## src/invaders_io_defs.svh

```systemverilog
// invaders i/o shared constants
`ifndef INVADERS_IO_DEFS_SVH
`define INVADERS_IO_DEFS_SVH

// cpu side i/o bus
`define IO_DATA_W 8
`define IO_PORT_W 3

// mb14241 shifter
`define SHIFT_REG_W 16
`define SHIFT_AMT_W 3

// sound port latches and serial frame
`define SND1_W 6
`define SND2_W 5
`define SX_FRAME_W 16

// video counters, both 9 bits with a skip in the middle
`define H_COUNT_W 9
`define V_COUNT_W 9
`define H_ACTIVE_END 255
`define H_BLANK_START 448
`define V_ACTIVE_START 32
`define V_ACTIVE_END 255
`define V_BLANK_START 474

`endif

```

## src/invaders_io_pkg.sv

```systemverilog
// invaders i/o types
`include "invaders_io_defs.svh"

package invaders_io_pkg;

	// write port numbers as seen on the i/o bus
	typedef enum logic [`IO_PORT_W-1:0] {
		IO_SHIFT_AMT  = 3'd2,
		IO_SOUND1     = 3'd3,
		IO_SHIFT_DATA = 3'd4,
		IO_SOUND2     = 3'd5
	} io_port_e;

	// read ports, only two address bits decoded
	typedef enum logic [1:0] {
		RD_INP0  = 2'd0,
		RD_INP1  = 2'd1,
		RD_INP2  = 2'd2,
		RD_SHIFT = 2'd3
	} io_rd_sel_e;

	// plain strobed write bus
	typedef struct packed {
		logic [`IO_PORT_W-1:0] port;
		logic [`IO_DATA_W-1:0] wdata;
		logic                  wr;
	} cpu_io_t;

	// cabinet pins, all active low
	typedef struct packed {
		logic left_n;
		logic right_n;
		logic fire_n;
		logic start_n;
		logic coin_n;
	} cabinet_t;

	typedef struct packed {
		logic dip7;
		logic dip6;
		logic dip5;
		logic dip4;
		logic dip3;
	} dip_t;

	// snd1 from port 3, snd2 from port 5
	typedef struct packed {
		logic [`SND1_W-1:0] snd1;
		logic [`SND2_W-1:0] snd2;
	} sound_latch_t;

	typedef struct packed {
		logic [7:0] hcount;
		logic [7:0] vcount;
		logic       hblank;
		logic       vblank;
		logic       hsync;
		logic       vsync;
	} video_t;

endpackage

```

## src/video_timing.sv

```systemverilog
// video sync generator
`timescale 1ns/1ps
`include "invaders_io_defs.svh"

module video_timing (
	input  logic                   clk,
	input  logic                   rst_n,
	output invaders_io_pkg::video_t video
);

	// full 9-bit counters, bit 8 doubles as blanking
	logic [`H_COUNT_W-1:0] h_cnt;
	logic [`V_COUNT_W-1:0] v_cnt;
	logic                  line_end;

	// vertical step once per line, at start of hblank region
	assign line_end = (h_cnt == `H_COUNT_W'(`H_BLANK_START));

	// 0..255 then 448..511, wraps to 0 by overflow
	always_ff @(posedge clk or negedge rst_n)
	begin
		if (!rst_n)
			h_cnt <= '0;
		else if (h_cnt == `H_COUNT_W'(`H_ACTIVE_END))
			h_cnt <= `H_COUNT_W'(`H_BLANK_START);
		else
			h_cnt <= h_cnt + 1'b1;
	end

	// 32..255 then 474..511, back to 32
	always_ff @(posedge clk or negedge rst_n)
	begin
		if (!rst_n)
			v_cnt <= `V_COUNT_W'(`V_ACTIVE_START);
		else if (line_end)
		begin
			if (v_cnt == `V_COUNT_W'(`V_ACTIVE_END))
				v_cnt <= `V_COUNT_W'(`V_BLANK_START);
			else if (&v_cnt)
				v_cnt <= `V_COUNT_W'(`V_ACTIVE_START);
			else
				v_cnt <= v_cnt + 1'b1;
		end
	end

	always_comb
	begin
		video.hcount = h_cnt[7:0];
		video.vcount = v_cnt[7:0];
		video.hblank = h_cnt[8];
		video.vblank = v_cnt[8];
		// hsync inside hblank, 16 counts wide
		video.hsync  = h_cnt[8] & ~h_cnt[5] & h_cnt[4];
		// vsync on lines with 8V and 4V set, 16V clear
		video.vsync  = v_cnt[8] & v_cnt[3] & v_cnt[2] & ~v_cnt[4];
	end

endmodule

```

## src/io_port_regs.sv

```systemverilog
// i/o write decoder
`timescale 1ns/1ps
`include "invaders_io_defs.svh"

module io_port_regs (
	input  logic                          clk,
	input  logic                          rst_n,
	input  invaders_io_pkg::cpu_io_t      io,
	output logic [`SHIFT_AMT_W-1:0]       shift_amt,
	output logic                          shift_load,
	output logic [`IO_DATA_W-1:0]         shift_in,
	output invaders_io_pkg::sound_latch_t sound
);

	import invaders_io_pkg::*;

	io_port_e wr_port;
	logic     data_wr;

	assign wr_port = io_port_e'(io.port);
	// port 4 write feeds the shifter
	assign data_wr = io.wr && (wr_port == IO_SHIFT_DATA);

	always_ff @(posedge clk or negedge rst_n)
	begin
		if (!rst_n)
		begin
			shift_amt  <= '0;
			shift_load <= 1'b0;
			sound      <= '0;
		end
		else
		begin
			// load strobe lasts one cycle only
			shift_load <= data_wr;
			if (io.wr)
			begin
				case (wr_port)
					IO_SHIFT_AMT:
						shift_amt <= io.wdata[`SHIFT_AMT_W-1:0];
					IO_SOUND1:
						sound.snd1 <= io.wdata[`SND1_W-1:0];
					IO_SOUND2:
						sound.snd2 <= io.wdata[`SND2_W-1:0];
					// ports 0, 1, 4, 6, 7 leave these alone
					default:
					begin
					end
				endcase
			end
		end
	end

	// data byte held alongside the load strobe
	always_ff @(posedge clk)
	begin
		if (data_wr)
			shift_in <= io.wdata;
	end

endmodule

```

## src/mb14241_shifter.sv

```systemverilog
// mb14241 barrel shifter
`timescale 1ns/1ps
`include "invaders_io_defs.svh"

module mb14241_shifter (
	input  logic                    clk,
	input  logic                    rst_n,
	input  logic                    shift_load,
	input  logic [`IO_DATA_W-1:0]   shift_in,
	input  logic [`SHIFT_AMT_W-1:0] shift_amt,
	output logic [`IO_DATA_W-1:0]   shift_out
);

	logic [`SHIFT_REG_W-1:0] sh_reg;
	logic [`SHIFT_REG_W-1:0] sh_win;

	// new byte enters at the top, old top drops to the bottom
	always_ff @(posedge clk or negedge rst_n)
	begin
		if (!rst_n)
			sh_reg <= '0;
		else if (shift_load)
			sh_reg <= {shift_in, sh_reg[`SHIFT_REG_W-1:`IO_DATA_W]};
	end

	// window slides down by amt bits
	// result is bits 15-amt .. 8-amt
	always_comb
	begin
		sh_win    = sh_reg << shift_amt;
		shift_out = sh_win[`SHIFT_REG_W-1:`IO_DATA_W];
	end

endmodule

```

## src/input_port_mux.sv

```systemverilog
// cabinet input read mux
`timescale 1ns/1ps
`include "invaders_io_defs.svh"

module input_port_mux (
	input  logic [1:0]               port,
	input  invaders_io_pkg::cabinet_t cab,
	input  invaders_io_pkg::dip_t    dip,
	input  logic [`IO_DATA_W-1:0]    shift_out,
	output logic [`IO_DATA_W-1:0]    rd_data
);

	import invaders_io_pkg::*;

	// pins come in active low
	logic right;
	logic left;
	logic fire;
	logic start;
	logic coin;

	assign right = ~cab.right_n;
	assign left  = ~cab.left_n;
	assign fire  = ~cab.fire_n;
	assign start = ~cab.start_n;
	assign coin  = ~cab.coin_n;

	// upper port bit ignored, so 4..7 alias 0..3
	always_comb
	begin
		case (io_rd_sel_e'(port))
			RD_INP0:  rd_data = {1'b0, right, left, fire, 3'b111, dip.dip4};
			// start feeds both player start bits
			RD_INP1:  rd_data = {1'b0, right, left, fire, 1'b1, start, start, coin};
			// tilt bit tied low
			RD_INP2:  rd_data = {dip.dip7, right, left, fire, dip.dip6, 1'b0,
				dip.dip5, dip.dip3};
			default:  rd_data = shift_out;
		endcase
	end

endmodule

```

## src/sound_serializer.sv

```systemverilog
// sound port serial output
`timescale 1ns/1ps
`include "invaders_io_defs.svh"

module sound_serializer (
	input  logic                          clk,
	input  logic                          rst_n,
	input  invaders_io_pkg::sound_latch_t sound,
	input  invaders_io_pkg::video_t       video,
	output logic                          sx_data,
	output logic                          sx_rclk
);

	logic [`SX_FRAME_W-1:0] frame;
	logic [3:0]             bit_sel;

	// msb first out of the 595 chain
	// snd1 bit 0 goes out inverted, snd1 bits 5:4 not carried
	assign frame = {6'b0, sound.snd2, 1'b0, sound.snd1[3:1], ~sound.snd1[0]};

	// 16H..1H walk the frame from bit 15 down
	assign bit_sel = ~video.hcount[3:0];

	always_ff @(posedge clk or negedge rst_n)
	begin
		if (!rst_n)
		begin
			sx_data <= 1'b0;
			sx_rclk <= 1'b0;
		end
		else
		begin
			sx_data <= frame[bit_sel];
			// latch pulse at start of each 16 count group
			sx_rclk <= (video.hcount[3:0] == 4'd0);
		end
	end

endmodule

```

## src/invaders_io_top.sv

```systemverilog
// invaders i/o board top
`timescale 1ns/1ps
`include "invaders_io_defs.svh"

module invaders_io_top (
	input  logic                          clk,
	input  logic                          rst_n,
	input  invaders_io_pkg::cpu_io_t      io,
	output logic [`IO_DATA_W-1:0]         rd_data,
	input  invaders_io_pkg::cabinet_t     cab,
	input  invaders_io_pkg::dip_t         dip,
	output invaders_io_pkg::sound_latch_t sound,
	output invaders_io_pkg::video_t       video,
	output logic                          csync,
	output logic                          sx_data,
	output logic                          sx_rclk
);

	// shifter config from the write decoder
	logic [`SHIFT_AMT_W-1:0] shift_amt;
	logic                    shift_load;
	logic [`IO_DATA_W-1:0]   shift_in;
	logic [`IO_DATA_W-1:0]   shift_out;

	video_timing i_video_timing (
		.clk   (clk),
		.rst_n (rst_n),
		.video (video)
	);

	io_port_regs i_io_port_regs (
		.clk        (clk),
		.rst_n      (rst_n),
		.io         (io),
		.shift_amt  (shift_amt),
		.shift_load (shift_load),
		.shift_in   (shift_in),
		.sound      (sound)
	);

	mb14241_shifter i_mb14241_shifter (
		.clk        (clk),
		.rst_n      (rst_n),
		.shift_load (shift_load),
		.shift_in   (shift_in),
		.shift_amt  (shift_amt),
		.shift_out  (shift_out)
	);

	// reads decode only the low two port bits
	input_port_mux i_input_port_mux (
		.port      (io.port[1:0]),
		.cab       (cab),
		.dip       (dip),
		.shift_out (shift_out),
		.rd_data   (rd_data)
	);

	sound_serializer i_sound_serializer (
		.clk     (clk),
		.rst_n   (rst_n),
		.sound   (sound),
		.video   (video),
		.sx_data (sx_data),
		.sx_rclk (sx_rclk)
	);

	// composite sync, low during either sync
	assign csync = ~(video.hsync | video.vsync);

endmodule

```

## config.mk

```make
export PLATFORM = sky130hd
export DESIGN_NAME = invaders_io_top
export DESIGN_NICKNAME = d
export VERILOG_FILES = /design/src/invaders_io_pkg.sv /design/src/video_timing.sv /design/src/io_port_regs.sv /design/src/mb14241_shifter.sv /design/src/input_port_mux.sv /design/src/sound_serializer.sv /design/src/invaders_io_top.sv
export VERILOG_INCLUDE_DIRS = /design/src /design/src/src
export SDC_FILE = /design/constraint.sdc
export NUM_CORES = 1
export LEC_CHECK = 0
export BUFFER_PORTS_ARGS = -buffer_cell sky130_fd_sc_hd__buf_2
export CAP_MARGIN = 20
export CORE_MARGIN = 3
export CORE_UTILIZATION = 40
export DETAILED_ROUTE_END_ITERATION = 8
export PLACE_DENSITY_LB_ADDON = 0.2
export SLEW_MARGIN = 20
export SYNTH_ARGS = -nofsm -noshare
export SYNTH_HDL_FRONTEND = slang
export SYNTH_SLANG_ARGS = --single-unit
```

## constraint.sdc

```tcl
create_clock -name clk -period 3.89 [get_ports clk]
set_input_delay 0.778 -clock clk [delete_from_list [all_inputs] [get_ports clk]]
set_output_delay 0.778 -clock clk [all_outputs]
set_load 0.1 [all_outputs]
```

Word level (Yosys, flattened, before mapping)
Index checks and enable logic that the tools add are counted.
- flip-flop bits (word level): 59
- input bits: 24
- word-level logic and storage cells: 52
- $add $sub $neg: 2
- magnitude comparators: 1
- equal/unequal tests: 9
- shift operators: 1
- mux-type cells: 6
- bitwise operators: 16
- reduce and logical (&&, ||, !) cells: 7
- operators with widths (kind ; number):
    9-bit two-way mux ; 3
    8-bit case mux with 3 select lines ; 1
    9-bit by 1-bit adder with 9-bit output (second input constant) ; 2
    9-bit by 8-bit equality test with 1-bit output (second input constant) ; 2
    16-bit by 3-bit left shift with 16-bit output ; 1
    9-bit equality test (second input constant) ; 1
    1-bit NOT ; 9
    9-bit AND reduction ; 1
    3-bit by 2-bit equality test with 1-bit output (second input constant) ; 2
    3-bit equality test (second input constant) ; 2
    2-bit AND reduction ; 3
    1-bit bitwise AND ; 5
    4-bit by 5-bit less-than comparator with 1-bit output (second input constant) ; 1
    1-bit binary-select mux with 4-bit select ; 1
    4-bit zero test ; 1
    4-bit NOT ; 1
    2-bit by 1-bit equality test with 1-bit output (second input constant) ; 1
    2-bit equality test (second input constant) ; 1
    2-bit zero test ; 1
    1-bit logical AND ; 1
    1-bit two-way mux ; 1
    1-bit OR ; 1

Longest topological paths before layout
Gate-level depths: netlist of run 1.
- word-level depth: 5
- gate-level depth with buffers: 8
- mapped depth without buffers: 7

By module
Synthesis of run 1 repeated with hierarchy kept, for this count alone.
- cell total of the unflattened synthesis: 257
- area total of the unflattened synthesis: 3044.2 sq um
- by module, submodules not included (module ; instances ; cells an instance ; area each (sq um) ; sequential area each (sq um)):
    video_timing ; 1 ; 104 ; 998.5 ; 451.7
    mb14241_shifter ; 1 ; 78 ; 937.1 ; 375.4
    io_port_regs ; 1 ; 41 ; 822.0 ; 615.6
    input_port_mux ; 1 ; 20 ; 143.9 ; 0.0
    sound_serializer ; 1 ; 13 ; 138.9 ; 50.0
    invaders_io_top ; 1 ; 1 ; 3.8 ; 0.0

Least setup slack after synthesis of run 1
OpenSTA, ideal clock, no wires.
- path kind: input-to-output
- start: in io[9] in the netlist's numbering
- end: out rd_data[4]
- arrival time: 3.525 ns
- data required time: 3.112 ns
- setup slack: -0.413 ns
- stages: 5
- path buffers: 1
- cells stage by stage: clkbuf_1 nand2_1 or2_2 a21oi_1 a221oi_1
- cells in the longest elaborated chain, start to end: 2
- RTL lines (what ; RTL line ; source):
    start, declared ; invaders_io_top.sv:8 ; input invaders_io_pkg::cpu_io_t io,
    2-bit equality test (tied with other cells) ; input_port_mux.sv:31 ; case (io_rd_sel_e'(port))
    8-bit case mux with 3 select lines * ; input_port_mux.sv:31 ;
    end, declared ; invaders_io_top.sv:9 ; output logic [`IO_DATA_W-1:0] rd_data,
Every way passes the cells marked *; elsewhere a longest branch is shown, timed or not.

Worst setup path after layout of run 1
- start: reg i_io_port_regs.shift_amt[1]
- end: out rd_data[3]
- cells in the longest elaborated chain, start to end: 2
- RTL lines (what ; RTL line ; source):
    start, declared ; io_port_regs.sv:9 ; output logic [`SHIFT_AMT_W-1:0] shift_amt,
    start signal, assigned ; io_port_regs.sv:40 ; shift_amt <= io.wdata[`SHIFT_AMT_W-1:0];
    16-bit by 3-bit left shift with 16-bit output ; mb14241_shifter.sv:30 ; sh_win = sh_reg << shift_amt;
    8-bit case mux with 3 select lines ; input_port_mux.sv:31 ;
No other way between the ends.

==> reports/qor.txt, run 1 <==
status: finished clean
average routed wire per standard cell: 15.1 um
Root Driver: clkbuf_8
Finished Layout Cells: 422
initial antenna violation count: 0
pwr/cell area: 582 mW/mm2
Die H: 91.9 um
Leak: 1.70 nW
crit path launch type: flop
# port buffers: 65
hold buffers post-CTS: 0
Post-Syn Area: 0.00295 mm2
area of the core: 0.00698 mm2
final worst slack: 0.681 ns
worst relative slew slack: 0.568
clock-pin slew on the worst setup and hold paths: 0.07 ns
gp weighted congestion: 0.872
CTS buffer count: 9
final setup violation count: 0
min Tclk post-route: 3.21 ns
Routed Wire Length: 6360 um
Peak Freq: 312 MHz
placed insts: 406
first-pass GRT wire length: 10800 um
die area: 0.00845 mm2
power share of the clock group: 0.353
class of the worst hold path: in -> async
P_sw: 757 uW
flops & latches, synth: 58
Pint: 1.36 mW
sequential share of the synthesized area: 0.506
Gate power share: 0.280
Synth area leader: dfrtp_1
endpoints failing hold: 0
Setup WS pre-CTS: 1.01 ns
setup bufs post-CTS: 0
Initial Utilization: 0.423
Synth Instances: 254
max-cap violations: 0
worst slew pin tran: 0.647 ns
worst path required time: 3.11 ns
PnR Total Power: 2.11 mW
Post-CTS Resized: 0
I/O pin count: 66
Total GRT Usage: 0.159
Area Overhead vs Synth: 22.9%
CP max FO: 14
max-slew violations: 0
fill count: 641
Vias/cell: 5.20
Synth top area share: 0.415
detailed placement HPWL: 4650 um
Worst-Skew Late Latency: 0.33 ns
crit path kind: reg -> out
crit path DAT: 2.43 ns
Ys Warns: 0
# nets final: 352
fraction of layout cells with a size suffix above 1: 0.396
Die X: 91.9 um
CTS Sinks: 58
Synth area leaders: dfrtp_1, mux2_2, edfxtp_1
final antenna diode count: 0
maximum vdd drop: 0.412 mV
num rows: 30
total gr overflow: 0
CTS tree: built
RSZ-0062 raised after global routing: false
Setup crit end kind: output port
remaining routing DRC violations: 0
CTS Buffer Depth: 2
Min Hold Slack: 0.460 ns
Netlist cell types: 47
largest net degree at the start of global routing: 29
vias in the first global route: 2165
Switching Fraction: 0.358
Worst Skew: 0.00541 ns
drt pass-1 iters: 4
via count: 2193
Setup TNS Final: 0 ns
htree depth: 3
Syn Nets: 285
DR iter-0 viols: 156
Final ANT Viol Nets: 0
max reg flops: 15
part of the power in registers: 0.368
syn avg cell area: 11.6 um2
final worst-path cycle share: 0.825
## critical path, cell delays in order (launching register included)
cell     delay (ns)
dfrtp_1        0.76
mux2i_1        0.22
mux4_2         0.50
a31oi_1        0.17
buf_2          0.45
## worst paths after layout
| kind | startpoint | endpoint | slack (ns) | cells after the start |
|---|---|---|---|---|
| max | i_io_port_regs.shift_amt[1]$_DFFE_PN0P_ | rd_data[3] | 0.68 | 4 |
| min | rst_n | i_video_timing.h_cnt[8]$_DFF_PN0_ | 0.46 | 1 |
| max reg2reg | i_video_timing.h_cnt[0]$_DFF_PN0_ | i_video_timing.v_cnt[3]$_DFFE_PN0N_ | 1.70 | 6 |
| min reg2reg | i_io_port_regs.shift_in[6]$_DFFE_PP_ | i_mb14241_shifter.sh_reg[14]$_DFFE_PN0P_ | 0.48 | 1 |
| max in group asynchronous | rst_n | i_video_timing.h_cnt[3]$_DFF_PN0_ | 2.68 | 2 |
| min in group clk | i_io_port_regs.shift_in[6]$_DFFE_PP_ | i_mb14241_shifter.sh_reg[14]$_DFFE_PN0P_ | 0.48 | 1 |
## cell families after synthesis
kind of cell / Yosys count / share of synthesized area
flip-flops: 58 / 0.506
adder cells (fa/ha/maj): 7 / 0.0297
AND/OR/NAND/NOR: 68 / 0.125
AO/OA/AOI/OAI: 41 / 0.0881
multiplexers: 50 / 0.198
XOR/XNOR: 6 / 0.0178
buffers and inverters: 24 / 0.0360
## layout by cell type (no fill, tap or decap), types with 2 or more instances in the layout
cell type	instances
a21o_1	3
a21oi_1	11
a221oi_1	3
and3_1	3
buf_2	65
buf_4	2
bufinv_16	4
clkbuf_8	9
dfrtp_1	49
edfxtp_1	8
ha_1	7
inv_1	12
mux2_2	34
mux2i_1	13
mux4_2	2
nand2_1	18
nand2b_1	4
nand3_1	9
nand4_1	3
nor2_1	13
nor2b_1	2
nor3_1	4
o21ai_0	9
o21ai_1	2
o221ai_1	3
o22ai_1	2
or2_2	2
xnor2_1	2
xor2_1	4
## synth_stat cells, drive strengths merged
cell     number
a211oi        2
a21boi        1
a21o          3
a21oi        11
a221oi        3
a22o          1
a31oi         1
and3          4
and4b         1
buf           3
clkbuf        8
clkinv        1
dfrtp        49
dfstp         1
edfxtp        8
ha            7
inv          12
mux2         34
mux2i        13
mux4          3
nand2        18
nand2b        4
nand3         9
nand4         3
nand4b        1
nor2         14
nor2b         2
nor3          4
nor3b         1
nor4          2
o211ai        1
o21ai        11
o221ai        3
o22ai         2
o2bb2ai       1
o32ai         1
or2           2
or3           1
or3b          1
or4           1
xnor2         2
xor2          4
## power groups by stage
stage / clock, mW / combinational (mW) / sequential, mW
2_1_floorplan: 0 / 0.328 / 0.932
3_3_place_gp: 0 / 0.585 / 0.787
3_5_place_dp: 0 / 0.592 / 0.787
4_1_cts: 0.756 / 0.592 / 0.775
5_1_grt: 0.787 / 0.624 / 0.788
6_report: 0.745 / 0.591 / 0.776
## per-layer routing
metal / share of wire / vias to the layer above / wire (um) / track usage
met3: 0.047 / 10 / 298 / 0.0427
met2: 0.47 / 50 / 2970 / 0.246
li1: - / 1061 / - / -
met1: 0.47 / 1072 / 3010 / 0.218
met4: 0.013 / 0 / 85 / 0.0520
met5: 0 / - / 0 / 0
## metrics by stage
step / utilization / instance area [um2]
floorplan: - / 2960
finish: 0.520 / 3630
detailed placement: 0.482 / 3360
global route: 0.520 / 3630
global placement: 0.482 / 3360
CTS: 0.520 / 3630
## layout make-up
class | count | area [um2] | area share
clock inverter | 7 | 141 | 0.0390
inverter | 13 | 48.8 | 0.0134
sequential | 58 | 1490 | 0.411
tap | 96 | 120 | 0.0331
timing repair buffer | 67 | 340 | 0.0938
clock buffer | 9 | 124 | 0.0341
multi-input combinational | 172 | 1360 | 0.375
Power figures use the tool's default switching activity.
==> run 2, diff against run 1 <==
Clock period 3.89 ns to 3.3 ns, I/O delays scaled along.
==> reports/qor.txt, run 2 (synthesis gave the netlist of run 1 again) <==
status: finished clean
Area Overhead vs Synth: 21.9%
CTS Buffer Depth: 2
Worst Skew: 0.0107 ns
Total GRT Usage: 0.162
DR iter-0 viols: 142
Leak: 1.68 nW
maximum vdd drop: 0.526 mV
pwr/cell area: 660 mW/mm2
worst path required time: 2.64 ns
final worst-path cycle share: 0.927
first-pass GRT wire length: 10900 um
CTS tree: built
remaining routing DRC violations: 0
Vias/cell: 5.18
min Tclk post-route: 3.06 ns
Peak Freq: 327 MHz
max reg flops: 15
max-slew violations: 0
CTS Sinks: 58
CP max FO: 14
Die X: 91.9 um
Initial Utilization: 0.423
Worst-Skew Late Latency: 0.33 ns
via count: 2182
# nets final: 352
setup bufs post-CTS: 0
critical-path cell list: mux2i_1 -> mux4_2 -> a31oi_1 -> buf_2
crit path launch type: flop
largest net degree at the start of global routing: 27
average routed wire per standard cell: 14.8 um
class of the worst hold path: in -> async
gp weighted congestion: 0.855
drt pass-1 iters: 4
crit path kind: reg -> out
CP max-delay cell: dfrtp_1
clock-pin slew on the worst setup and hold paths: 0.07 ns
worst relative slew slack: 0.582
crit path DAT: 2.40 ns
Core Util, Final: 0.516
Final ANT Viol Nets: 0
Post-CTS Resized: 0
vias in the first global route: 2170
Die H: 91.9 um
htree depth: 3
fraction of layout cells with a size suffix above 1: 0.394
placed insts: 406
CTS buffer count: 9
final antenna diode count: 0
commonest non-fill, non-tap cell in the layout: buf_2
total gr overflow: 0
RSZ-0062 raised after global routing: false
# port buffers: 65
die area: 0.00845 mm2
I/O pin count: 66
endpoints failing hold: 0
Routed Wire Length: 6230 um
hold buffers post-CTS: 0
area of the core: 0.00698 mm2
final setup violation count: 0
Crit path largest cell delay: 0.75 ns
worst slew pin tran: 0.627 ns
Finished Layout Cells: 421
commonest cells after routing, fill and taps aside: buf_2, dfrtp_1, mux2_2
detailed placement HPWL: 4680 um
Root Driver: clkbuf_8
max-cap violations: 0
Setup crit end kind: output port
num rows: 30
initial antenna violation count: 0
run 2: cell types whose count changed in the layout (fill, tap and decap cells not counted), sizes merged:
cell and delta:
bufinv -1
run 2: final timing paths:
kind | slack [ns] | start | end | depth (start not counted)
min in group clk | 0.48 | i_io_port_regs.shift_in[4]$_DFFE_PP_ | i_mb14241_shifter.sh_reg[12]$_DFFE_PN0P_ | 1
max in group asynchronous | 2.20 | rst_n | i_mb14241_shifter.sh_reg[7]$_DFFE_PN0P_ | 2
hold reg to reg | 0.48 | i_io_port_regs.shift_in[4]$_DFFE_PP_ | i_mb14241_shifter.sh_reg[12]$_DFFE_PN0P_ | 1
setup reg to reg | 1.10 | i_video_timing.h_cnt[0]$_DFF_PN0_ | i_video_timing.v_cnt[3]$_DFFE_PN0N_ | 6
hold / removal | 0.33 | rst_n | i_video_timing.h_cnt[7]$_DFF_PN0_ | 1
setup / recovery | 0.24 | i_io_port_regs.shift_amt[1]$_DFFE_PN0P_ | rd_data[3] | 4
run 2: power by group:
group,switching (mW),internal (mW),total [mW]
Clock,0.271,0.493,0.764
Sequential,0.0991,0.816,0.915
Combinational,0.493,0.205,0.698
Total,0.863,1.51,2.38
run 2: final cells by class:
cell class                      count  area (um2)
Tap cell                           96         120
Inverter                           13        48.8
Clock inverter                      6         106
Clock buffer                        9         124
Sequential cell                    58        1490
Timing Repair Buffer               67         340
Fill cell                         656        3380
Multi-Input combinational cell    172        1370
run 2: critical path: cells and delay by family (launching register included):
| family | cells | cell delay [ns] |
|---|---|---|
| AO/OA/AOI/OAI | 1 | 0.16 |
| buffers and inverters | 1 | 0.44 |
| flip-flops | 1 | 0.75 |
| multiplexers | 2 | 0.72 |
run 2: layer usage:
metal,vias to the layer above,routed length (um),track usage
li1,1059,-,-
met1,1081,2960,0.222
met2,40,3000,0.250
met3,2,246,0.0558
met4,0,20,0.0334
met5,-,0,0
run 2: through the flow:
step | TNS, ns | hold WS (ns) | power [mW] | setup WS, ns | instance area, um2
floorplan | -2.78 | 0.364 | 1.49 | -0.789 | 2970
global placement | 0 | 0.458 | 1.62 | 0.641 | 3370
detailed placement | 0 | 0.464 | 1.63 | 0.605 | 3370
CTS | 0 | 0.338 | 2.40 | 0.237 | 3600
global route | 0 | 0.360 | 2.50 | 0.109 | 3600
finish | 0 | 0.328 | 2.38 | 0.239 | 3600
